`src/corePkg.sv`:
```
package corePkg;

    // widths of the core side, the port address shares the instruction address width
    localparam int dataWidth = 16;
    localparam int addrWidth = 10;

    // register contents and port data
    typedef logic [dataWidth-1:0] dataWord_t;

    // instruction address and output port address
    typedef logic [addrWidth-1:0] romAddr_t;

    // every instruction spends one cycle in FETCH and one in EXECUTE
    typedef enum logic [1:0] {
        IDLE    = 2'd0,
        FETCH   = 2'd1,
        EXECUTE = 2'd2,
        HALTED  = 2'd3
    } seqState_t;

endpackage

```
`src/isaPkg.sv`:
```
package isaPkg;

    // one instruction word as fetched from the program ROM
    typedef logic [15:0] instrWord_t;

    // register index and 8-bit immediate or signed branch offset
    typedef logic [3:0] regIdx_t;
    typedef logic [7:0] imm8_t;

    // major opcode in the top nibble, limited to the subset this core runs
    typedef enum logic [3:0] {
        OP_ALU = 4'h0,
        OP_RST = 4'h2,
        OP_STW = 4'h3,
        OP_BZI = 4'hB,
        OP_LLI = 4'hC,
        OP_LUI = 4'hE
    } opcode_t;

    // function field of the register form, opcode 0x0
    typedef enum logic [3:0] {
        FN_ADD = 4'h0,
        FN_INC = 4'h1,
        FN_DEC = 4'h3,
        FN_AND = 4'h4,
        FN_MOV = 4'h7
    } aluFunc_t;

    // opcode 0x3 shares its top nibble with the loads, the function field picks the store
    localparam logic [3:0] stwFunc = 4'h5;

    // field positions inside the instruction word
    localparam int opcodeMsb = 15;
    localparam int opcodeLsb = 12;
    localparam int rdMsb     = 11;
    localparam int rdLsb     = 8;
    localparam int funcMsb   = 7;
    localparam int funcLsb   = 4;
    localparam int rsMsb     = 3;
    localparam int rsLsb     = 0;
    localparam int immMsb    = 7;
    localparam int immLsb    = 0;

    // unknown opcodes pass through unchanged and fall into the no-op branch of the decoder
    function automatic opcode_t getOpcode(instrWord_t word);
        return opcode_t'(word[opcodeMsb:opcodeLsb]);
    endfunction

    // destination register, also the tested register of BZI and the data register of STW
    function automatic regIdx_t getRd(instrWord_t word);
        return word[rdMsb:rdLsb];
    endfunction

    function automatic logic [3:0] getFunc(instrWord_t word);
        return word[funcMsb:funcLsb];
    endfunction

    // source register, also the address register of STW
    function automatic regIdx_t getRs(instrWord_t word);
        return word[rsMsb:rsLsb];
    endfunction

    function automatic imm8_t getImm(instrWord_t word);
        return word[immMsb:immLsb];
    endfunction

endpackage

```
`src/execCtrlIf.sv`:
```
`timescale 1ns/1ps

// decoded controls of the instruction in EXECUTE, shared by the register file and the ALU
interface execCtrlIf;

    // write-back enable, only ever high during EXECUTE
    logic              regWrite;
    isaPkg::regIdx_t   writeIdx;

    // port A reads the destination register, port B the source register
    isaPkg::regIdx_t   readIdxA;
    isaPkg::regIdx_t   readIdxB;

    isaPkg::opcode_t   aluOp;
    isaPkg::aluFunc_t  aluFunc;
    isaPkg::imm8_t     imm;

    // the sequencer owns every control
    modport seq (
        output regWrite, writeIdx, readIdxA, readIdxB, aluOp, aluFunc, imm
    );

    // the datapath modules only look at them
    modport dp (
        input regWrite, writeIdx, readIdxA, readIdxB, aluOp, aluFunc, imm
    );

endinterface

```
`src/aluUnit.sv`:
```
`timescale 1ns/1ps

module aluUnit (
    execCtrlIf.dp               ctrl,
    input  corePkg::dataWord_t  readDataA,
    input  corePkg::dataWord_t  readDataB,
    output corePkg::dataWord_t  result,
    output logic                isZero
);

    corePkg::dataWord_t regOpResult;

    // register form, A is the destination register and B the source register
    always_comb begin
        case (ctrl.aluFunc)
            isaPkg::FN_ADD : regOpResult = readDataA + readDataB;
            isaPkg::FN_INC : regOpResult = readDataB + 1'b1;
            isaPkg::FN_DEC : regOpResult = readDataB - 1'b1;
            isaPkg::FN_AND : regOpResult = readDataA & readDataB;
            isaPkg::FN_MOV : regOpResult = readDataB;
            // unknown function codes write the destination back unchanged
            default        : regOpResult = readDataA;
        endcase
    end

    always_comb begin
        case (ctrl.aluOp)
            isaPkg::OP_ALU : result = regOpResult;
            // LLI clears the upper byte
            isaPkg::OP_LLI : result = {8'h00, ctrl.imm};
            // LUI only replaces the upper byte, so LLI then LUI builds a full word
            isaPkg::OP_LUI : result = {ctrl.imm, readDataA[7:0]};
            default        : result = readDataA;
        endcase
    end

    // branch condition for BZI, taken on the tested register being zero
    assign isZero = (readDataA == '0);

endmodule

```
`src/instructionRom.sv`:
```
`timescale 1ns/1ps

module instructionRom (
    input  corePkg::romAddr_t   address,
    output isaPkg::instrWord_t  value
);

    isaPkg::instrWord_t romWord;

    // the program writes eight Fibonacci numbers, an AND result and a zero read through r0
    always_comb begin : romTable
        case (address)
            // port address 0x18C into r1
            10'h000 : romWord = 16'hC18C; // LLI r1 'h8C
            10'h001 : romWord = 16'hE101; // LUI r1 'h01
            // seed values and the pass counter
            10'h002 : romWord = 16'hCA01; // LLI rA 'h01
            10'h003 : romWord = 16'hCB00; // LLI rB 'h00
            10'h004 : romWord = 16'hC908; // LLI r9 'h08
            // loop head, the current value goes out before the next one is formed
            10'h005 : romWord = 16'h3A51; // STW rA r1
            10'h006 : romWord = 16'h0C7A; // MOV rC rA
            10'h007 : romWord = 16'h0A0B; // ADD rA rB
            10'h008 : romWord = 16'h0B7C; // MOV rB rC
            10'h009 : romWord = 16'h0939; // DEC r9 r9
            10'h00A : romWord = 16'hB902; // BZI r9 [+2] leaves after the eighth pass
            10'h00B : romWord = 16'hB0FA; // BZI r0 [-6] back to the loop head
            // 0x1234 masked with 0x00FF leaves 0x0034
            10'h00C : romWord = 16'hC434; // LLI r4 'h34
            10'h00D : romWord = 16'hE412; // LUI r4 'h12
            10'h00E : romWord = 16'hC7FF; // LLI r7 'hFF
            10'h00F : romWord = 16'h0447; // AND r4 r7
            10'h010 : romWord = 16'hC288; // LLI r2 'h88
            10'h011 : romWord = 16'hE201; // LUI r2 'h01
            10'h012 : romWord = 16'h3452; // STW r4 r2
            // r0 reads as zero, so r5 must go out as zero
            10'h013 : romWord = 16'h0570; // MOV r5 r0
            10'h014 : romWord = 16'h3551; // STW r5 r1
            10'h015 : romWord = 16'h20E7; // RST
            default : romWord = 16'h0000;
        endcase
    end

    assign value = romWord;

endmodule

```
`src/miniCoreTop.sv`:
```
`timescale 1ns/1ps

module miniCoreTop #(
    parameter corePkg::romAddr_t resetVector = '0
) (
    input  logic                Clk,
    input  logic                arstN,
    input  logic                start,
    output logic                portWrite,
    output corePkg::romAddr_t   portAddr,
    output corePkg::dataWord_t  portData,
    output logic                halted
);

    corePkg::romAddr_t   pc;
    isaPkg::instrWord_t  instr;
    logic                pcInc;
    logic                pcLoad;
    logic                isZero;
    corePkg::dataWord_t  readDataA;
    corePkg::dataWord_t  readDataB;
    corePkg::dataWord_t  result;

    execCtrlIf execCtrl ();

    instructionRom instructionRom_inst (
        .address (pc),
        .value   (instr)
    );

    programCounter #(
        .resetVector (resetVector)
    ) programCounter_inst (
        .Clk    (Clk),
        .arstN  (arstN),
        .pcInc  (pcInc),
        .pcLoad (pcLoad),
        .offset (execCtrl.imm),
        .pc     (pc)
    );

    sequencerFsm sequencerFsm_inst (
        .Clk       (Clk),
        .arstN     (arstN),
        .start     (start),
        .instr     (instr),
        .isZero    (isZero),
        .pcInc     (pcInc),
        .pcLoad    (pcLoad),
        .ctrl      (execCtrl.seq),
        .portWrite (portWrite),
        .halted    (halted)
    );

    registerFile registerFile_inst (
        .Clk       (Clk),
        .arstN     (arstN),
        .ctrl      (execCtrl.dp),
        .result    (result),
        .readDataA (readDataA),
        .readDataB (readDataB)
    );

    aluUnit aluUnit_inst (
        .ctrl      (execCtrl.dp),
        .readDataA (readDataA),
        .readDataB (readDataB),
        .result    (result),
        .isZero    (isZero)
    );

    // STW puts the data register on port A and the address register on port B
    assign portData = readDataA;
    assign portAddr = readDataB[corePkg::addrWidth-1:0];

endmodule

```
`src/programCounter.sv`:
```
`timescale 1ns/1ps

module programCounter #(
    parameter corePkg::romAddr_t resetVector = '0
) (
    input  logic               Clk,
    input  logic               arstN,
    input  logic               pcInc,
    input  logic               pcLoad,
    input  isaPkg::imm8_t      offset,
    output corePkg::romAddr_t  pc
);

    corePkg::romAddr_t pcReg;
    corePkg::romAddr_t branchTarget;

    // the offset is relative to the branch itself, pc still points at it during EXECUTE
    assign branchTarget = pcReg + {{2{offset[7]}}, offset};

    // both paths wrap at ten bits through the width of romAddr_t
    always_ff @(posedge Clk or negedge arstN) begin
        if (!arstN) begin
            pcReg <= resetVector;
        end else if (pcLoad) begin
            pcReg <= branchTarget;
        end else if (pcInc) begin
            pcReg <= pcReg + 1'b1;
        end
    end

    assign pc = pcReg;

    // a taken branch must not also advance the counter
    pcStepExclusive : assert property (
        @(posedge Clk) disable iff (!arstN)
        !(pcInc && pcLoad)
    ) else $error("programCounter got pcInc and pcLoad in the same cycle");

endmodule

```
`src/registerFile.sv`:
```
`timescale 1ns/1ps

module registerFile (
    input  logic                Clk,
    input  logic                arstN,
    execCtrlIf.dp               ctrl,
    input  corePkg::dataWord_t  result,
    output corePkg::dataWord_t  readDataA,
    output corePkg::dataWord_t  readDataB
);

    corePkg::dataWord_t regs [16];

    // write-back happens at the end of EXECUTE and r0 keeps its reset value forever
    always_ff @(posedge Clk or negedge arstN) begin
        if (!arstN) begin
            for (int i = 0; i < 16; i++) begin
                regs[i] <= '0;
            end
        end else if (ctrl.regWrite && (ctrl.writeIdx != '0)) begin
            regs[ctrl.writeIdx] <= result;
        end
    end

    // both reads are combinational so the ALU sees operands in the same cycle
    assign readDataA = regs[ctrl.readIdxA];
    assign readDataB = regs[ctrl.readIdxB];

    // r0 holds zero in every cycle out of reset
    r0StaysZero : assert property (
        @(posedge Clk) disable iff (!arstN)
        regs[0] == '0
    ) else $error("register r0 is not zero");

endmodule

```
`src/sequencerFsm.sv`:
```
`timescale 1ns/1ps

module sequencerFsm (
    input  logic                Clk,
    input  logic                arstN,
    input  logic                start,
    input  isaPkg::instrWord_t  instr,
    input  logic                isZero,
    output logic                pcInc,
    output logic                pcLoad,
    execCtrlIf.seq              ctrl,
    output logic                portWrite,
    output logic                halted
);

    corePkg::seqState_t  state;
    corePkg::seqState_t  nextState;
    isaPkg::instrWord_t  instrReg;
    isaPkg::opcode_t     opcode;
    logic                inExecute;
    logic                isStore;
    logic                writesReg;
    logic                branchTaken;

    // start only counts in IDLE and only reset leaves HALTED
    always_comb begin
        nextState = state;
        case (state)
            corePkg::IDLE    : if (start) nextState = corePkg::FETCH;
            corePkg::FETCH   : nextState = corePkg::EXECUTE;
            corePkg::EXECUTE : begin
                if (opcode == isaPkg::OP_RST) begin
                    nextState = corePkg::HALTED;
                end else begin
                    nextState = corePkg::FETCH;
                end
            end
            corePkg::HALTED  : nextState = corePkg::HALTED;
            default          : nextState = corePkg::IDLE;
        endcase
    end

    always_ff @(posedge Clk or negedge arstN) begin
        if (!arstN) begin
            state <= corePkg::IDLE;
        end else begin
            state <= nextState;
        end
    end

    // the instruction register holds the word for the whole EXECUTE cycle
    always_ff @(posedge Clk or negedge arstN) begin
        if (!arstN) begin
            instrReg <= '0;
        end else if (state == corePkg::FETCH) begin
            instrReg <= instr;
        end
    end

    // anything outside the known opcodes writes nothing and only advances pc
    assign opcode      = isaPkg::getOpcode(instrReg);
    assign inExecute   = (state == corePkg::EXECUTE);
    assign isStore     = (opcode == isaPkg::OP_STW) &&
                         (isaPkg::getFunc(instrReg) == isaPkg::stwFunc);
    assign writesReg   = (opcode == isaPkg::OP_ALU) || (opcode == isaPkg::OP_LLI) ||
                         (opcode == isaPkg::OP_LUI);
    // isZero looks at port A, which carries the tested register of BZI
    assign branchTaken = (opcode == isaPkg::OP_BZI) && isZero;

    // operand fields follow the instruction register and only the write enable is gated
    assign ctrl.regWrite = inExecute && writesReg;
    assign ctrl.writeIdx = isaPkg::getRd(instrReg);
    assign ctrl.readIdxA = isaPkg::getRd(instrReg);
    assign ctrl.readIdxB = isaPkg::getRs(instrReg);
    assign ctrl.aluOp    = opcode;
    assign ctrl.aluFunc  = isaPkg::aluFunc_t'(isaPkg::getFunc(instrReg));
    assign ctrl.imm      = isaPkg::getImm(instrReg);

    assign pcLoad    = inExecute && branchTaken;
    assign pcInc     = inExecute && !branchTaken;
    assign portWrite = inExecute && isStore;
    assign halted    = (state == corePkg::HALTED);

    // a store strobe comes in the cycle right after FETCH and never lasts into the next one
    portWriteOneCycle : assert property (
        @(posedge Clk) disable iff (!arstN)
        portWrite |-> ($past(state) == corePkg::FETCH) ##1 !portWrite
    ) else $error("portWrite not right after FETCH or longer than one cycle");

    // nothing but reset brings the core out of HALTED
    haltedSticky : assert property (
        @(posedge Clk) disable iff (!arstN)
        halted |=> halted
    ) else $error("halted dropped without a reset");

endmodule

```
`config.mk`:
```
export PLATFORM = sky130hd
export DESIGN_NAME = miniCoreTop
export DESIGN_NICKNAME = d
export VERILOG_FILES = /design/src/corePkg.sv /design/src/isaPkg.sv /design/src/execCtrlIf.sv /design/src/aluUnit.sv /design/src/instructionRom.sv /design/src/miniCoreTop.sv /design/src/programCounter.sv /design/src/registerFile.sv /design/src/sequencerFsm.sv
export SDC_FILE = /design/constraint.sdc
export NUM_CORES = 1
export LEC_CHECK = 0
export BUFFER_PORTS_ARGS = -buffer_cell sky130_fd_sc_hd__buf_4
export CAP_MARGIN = 30
export CELL_PAD_IN_SITES_DETAIL_PLACEMENT = 0
export CELL_PAD_IN_SITES_GLOBAL_PLACEMENT = 2
export CORE_MARGIN = 5
export CORE_UTILIZATION = 47
export DETAILED_ROUTE_END_ITERATION = 16
export GPL_TIMING_DRIVEN = 0
export PLACE_DENSITY_LB_ADDON = 0.1
export SETUP_SLACK_MARGIN = 0.4
export SYNTH_ARGS = -nofsm -noshare
export SYNTH_HDL_FRONTEND = slang
export SYNTH_SLANG_ARGS = --single-unit
export TNS_END_PERCENT = 20
```
`constraint.sdc`:
```
create_clock -name Clk -period 11.8 [get_ports Clk]
set_input_delay 1.18 -clock Clk [delete_from_list [all_inputs] [get_ports Clk]]
set_output_delay 1.18 -clock Clk [all_outputs]
set_load 0.02 [all_outputs]
```
==> run summary <==
The total wire length is 56980 um. The tree is rooted in a sky130_fd_sc_hd__clkbuf_16. The number of storage elements in the synthesis netlist came out at 284. The logs give 1485 for the instance count of the mapped netlist and 0 for the number of antenna cells inserted.

Across the VDD grid, the largest voltage drop is 0.1919 mV. The min-delay analysis places its worst path in the category reg2reg. The core box area came out at 35480 um2.

The launch point of the worst path is sequencerFsm_inst.instrReg[9]. The number of port buffers is 30. Clock-pin slew was measured on the worst setup and hold paths at 60 ps. The portion of synthesized cell area occupied by the leading cell type was 42.08%; the synthesized area divided by synthesized cell count was 11.37 um2. Layout-stage area growth over the synthesis result: 12.37%. The flow ran to the end, and the final reports show no timing, DRC or antenna violations. The number of global-route vias before repair is 13.05k. The filler cells instantiated in the layout total 3194.

For this design, the sink count on the clock tree is 284. The worst path in the final design needs a cycle of 7516 ps, including I/O delays and setup. The number of rows in the core area was 69; the tightest slew margin relative to the limit was 14.23%. In this run, synthesis inferred 0 flip-flops with an integrated enable.

For this run, asynchronously set or reset flops after synthesis account for 100.0%. Of the cells placed in the final design, the portion with a size suffix greater than 1 is 23.84%. The tools report the sequential cell area as 7107 um2. 31 I/O pins were placed. The largest fanout on the critical path came out at 10.

Clock skew on the completed layout was measured at 21.61 ps. The detailed router finished its first iteration with 1223 violations. Setup repair after global routing left no endpoint under its margin.

Among all flip-flop cells after synthesis, the most frequent one is sky130_fd_sc_hd__dfrtp_1. The buffer count from post-CTS setup fixing came out at 0. TritonCTS built the clock tree. In this run the power density over the cells is 297.8 nW/um2. The number of endpoints with negative hold slack in the final report was 0; the height of the chip was 199.6 um.

In this run the register-to-register setup slack is 4280 ps. The run gives 0 as the number of antenna violations at the first check in global routing. STA classifies the critical path endpoint as a flop.

The tools report the max-cap check violation count as 0. Sequential cells were found to cover 42.08% of the synthesized design area. In the routed design, unresolved DRC markers number 0.

The accumulated negative setup slack is 0 ps. The worst path required time was 12290 ps. The run gives 0 as the number of max-slew violations in the final report. Largest area contributor in the synthesized netlist: sky130_fd_sc_hd__dfrtp_1.

In this run the most critical hold path is launched from programCounter_inst.pc[9]. For the pin with the worst max-slew slack, the measured transition is 1287 ps. For the worst flop-to-flop path, the logic depth is 23.

The Yosys step of the flow raised 0 warnings. The area occupied by multi-input gates is 9076 um2, and the final hold slack is 474.9 ps. By area the synthesized netlist is led by sky130_fd_sc_hd__dfrtp_1, sky130_fd_sc_hd__mux4_2, sky130_fd_sc_hd__mux2_2. The completed layout was analyzed and its total power is 0.005652 W. The logs give 29.28% for the total routing resource utilization after global routing and 0 for the final count of negative-setup-slack endpoints. Post-DP HPWL: 41060 um. In the final routed layout, each cell accounts on average for 27.78 um. The logs give 0 for the hold buffer count at cts and 39820 um2 for the die area.

Timing would allow up to 0.1331 GHz. The routed layout has 13.02k vias. Gates resized during post-CTS repair numbered 0. The clock latency of the later-clocked register in the worst-skew pair was 550 ps; the post-synthesis net count was 1526. Measured along the x axis, the die boundary spans 199.6 um.

For the worst setup slack after layout, the log shows 4284 ps. Global placement routability congestion: 0.9018. STA puts the critical path data arrival time at 8000 ps.

The first detailed-routing pass ran for 6 iterations. The tools report the remaining global-route overflow as 0. The count of unique library cells instantiated by Yosys was 76.

The detail route stage leaves a number of antenna-violating nets equal to 0. In this run the cell area of the synthesized design comes to 16890 um2. Dividing the final minimum period by the clock period gives 63.69%. Summed over all cells, the static leakage comes to 8.287 nW.

The nature of the critical path startpoint was a flop. Net count of the finished layout: 1609. The initial utilization of the core area, before any placement, comes to 47.59%. Global-route wire length before repair: 86150 um. The endpoint identified for the worst register-to-register timing path is registerFile_inst.regs[173].

The pre-CTS worst setup slack came out at 4311 ps. Mean number of vias per cell: 6.350. The number of buffers inserted during clock tree synthesis is 34, and the depth of the CTS H-tree is 2.

Worst setup path category: reg2reg. The startpoint identified for the worst register-to-register timing path is sequencerFsm_inst.instrReg[9]. The run gives 116 as the largest net degree at the start of global routing. Last element of the critical path: registerFile_inst.regs[173]. Counting along the longest clock path gives a buffer depth of 3.
-- worst max-delay path: stages, from the launching register on --
cell and delay (ps):
sky130_fd_sc_hd__dfrtp_1 330, sky130_fd_sc_hd__clkbuf_1 320, sky130_fd_sc_hd__buf_2 500, sky130_fd_sc_hd__buf_1 510, sky130_fd_sc_hd__buf_6 240, sky130_fd_sc_hd__buf_1 710
sky130_fd_sc_hd__mux4_2 450, sky130_fd_sc_hd__a221oi_4 450, sky130_fd_sc_hd__inv_1 190, sky130_fd_sc_hd__nor3b_2 530, sky130_fd_sc_hd__and2b_1 220, sky130_fd_sc_hd__xnor2_1 120
sky130_fd_sc_hd__a21oi_1 100, sky130_fd_sc_hd__ha_1 380, sky130_fd_sc_hd__and2_1 200, sky130_fd_sc_hd__and4_1 220, sky130_fd_sc_hd__nand2_1 110, sky130_fd_sc_hd__o21bai_1 220
sky130_fd_sc_hd__and4_1 230, sky130_fd_sc_hd__o31a_1 270, sky130_fd_sc_hd__o31ai_1 250, sky130_fd_sc_hd__buf_2 260, sky130_fd_sc_hd__clkbuf_1 380, sky130_fd_sc_hd__mux2_2 240
-- through the flow --
stage / util, % / cells / area [um2]
detailed placement: 50.38 / 1990 / 17880
floorplan: - / 1485 / 16890
global route: 53.48 / 2051 / 18980
CTS: 53.42 / 2048 / 18950
global placement: 49.85 / 1976 / 17690
finish: 53.48 / 2051 / 18980
-- logic make-up (layout without fill, tap and decap cells) --
family                   Yosys count  count (layout)  share of synthesized area [%]
AO/OA/AOI/OAI                    365             365                          13.09
AND/OR/NAND/NOR                  364             364                          9.958
flip-flops                       284             284                          42.08
multiplexers                     244             244                          26.44
buffers and inverters            164             269                          4.171
adder cells (fa/ha/maj)           38              38                          2.904
XOR/XNOR                          26              26                          1.348
-- power breakdown --
part,leakage (nW),switching (W),internal (W)
clock network,0.533,0.000436,0.000613
registers,3.89,0.000170,0.00117
logic,3.86,0.00202,0.00125
-- synth_stat cells (all sizes together) (2+ instances only) --
library cell  number
buf               28
o211ai             4
xnor2             18
nand3             12
mux2              93
or3                2
or4                2
a21boi             6
a22oi             23
a222oi             2
mux4             147
or2                3
and2              12
inv               27
a22o              15
xor2               8
o31ai              3
nand2b             9
and4               2
ha                36
a31oi             10
nor4b              2
clkbuf           109
o21bai             4
nor4               5
a21oi            124
a211oi             4
mux2i              4
a221oi             9
o22ai              6
a21o               9
nor2             111
o221ai             3
o21ai            132
a32o               2
dfrtp            284
nor3b              4
nand2            163
nor2b             10
nor3              16
fa                 2
and3               6
-- area by class of cell --
cell class | count | area share [%]
clock buffer | 46 | 5.044
multi-input combinational | 1037 | 47.83
tap | 461 | 3.039
sequential | 284 | 37.45
buffer | 137 | 3.178
inverter | 27 | 0.5341
timing repair buffer | 47 | 2.294
clock inverter | 12 | 0.6330
-- placed cells by master (no fill, tap or decap), types with 11 or more instances in the layout --
cell type | synthesis | routed
sky130_fd_sc_hd__buf_4 | 1 | 32
sky130_fd_sc_hd__ha_1 | 36 | 36
sky130_fd_sc_hd__mux2_2 | 83 | 83
sky130_fd_sc_hd__nand2_1 | 159 | 159
sky130_fd_sc_hd__a22o_1 | 15 | 15
sky130_fd_sc_hd__a22oi_1 | 20 | 20
sky130_fd_sc_hd__xnor2_1 | 18 | 18
sky130_fd_sc_hd__clkbuf_16 | 0 | 35
sky130_fd_sc_hd__nor3_1 | 13 | 13
sky130_fd_sc_hd__and2_1 | 11 | 11
sky130_fd_sc_hd__clkbuf_1 | 109 | 116
sky130_fd_sc_hd__mux4_2 | 139 | 139
sky130_fd_sc_hd__buf_2 | 12 | 16
sky130_fd_sc_hd__dfrtp_1 | 284 | 284
sky130_fd_sc_hd__buf_6 | 5 | 11
sky130_fd_sc_hd__inv_1 | 25 | 25
sky130_fd_sc_hd__o21ai_0 | 132 | 132
sky130_fd_sc_hd__a21oi_1 | 124 | 124
sky130_fd_sc_hd__nor2_1 | 111 | 111
-- sequential cells by signal, summed over array words and instances, names as in the netlist --
| register | cells |
|---|---|
| sequencerFsm_inst.state | 2 |
| sequencerFsm_inst.instrReg | 16 |
| programCounter_inst.pc | 10 |
| registerFile_inst.regs | 256 |
-- metal layers --
metal	routed length (um)	global-route usage, %	part of all wire, %
met1	24350	41.37	43
met2	26630	46.34	47
met3	4381	6.289	7.7
met4	1624	8.075	2.8
met5	0	0	0
-- worst min-delay path by stage --
stage,cells past startpoint,slack [ps],end
detailed placement,1,470,registerFile_inst.regs[252]
global route,1,490,programCounter_inst.pc[9]
finish,1,470,programCounter_inst.pc[9]
CTS,1,480,registerFile_inst.regs[248]
floorplan,1,430,programCounter_inst.pc[9]
global placement,1,450,registerFile_inst.regs[251]
(Power assumes the default switching activity.)
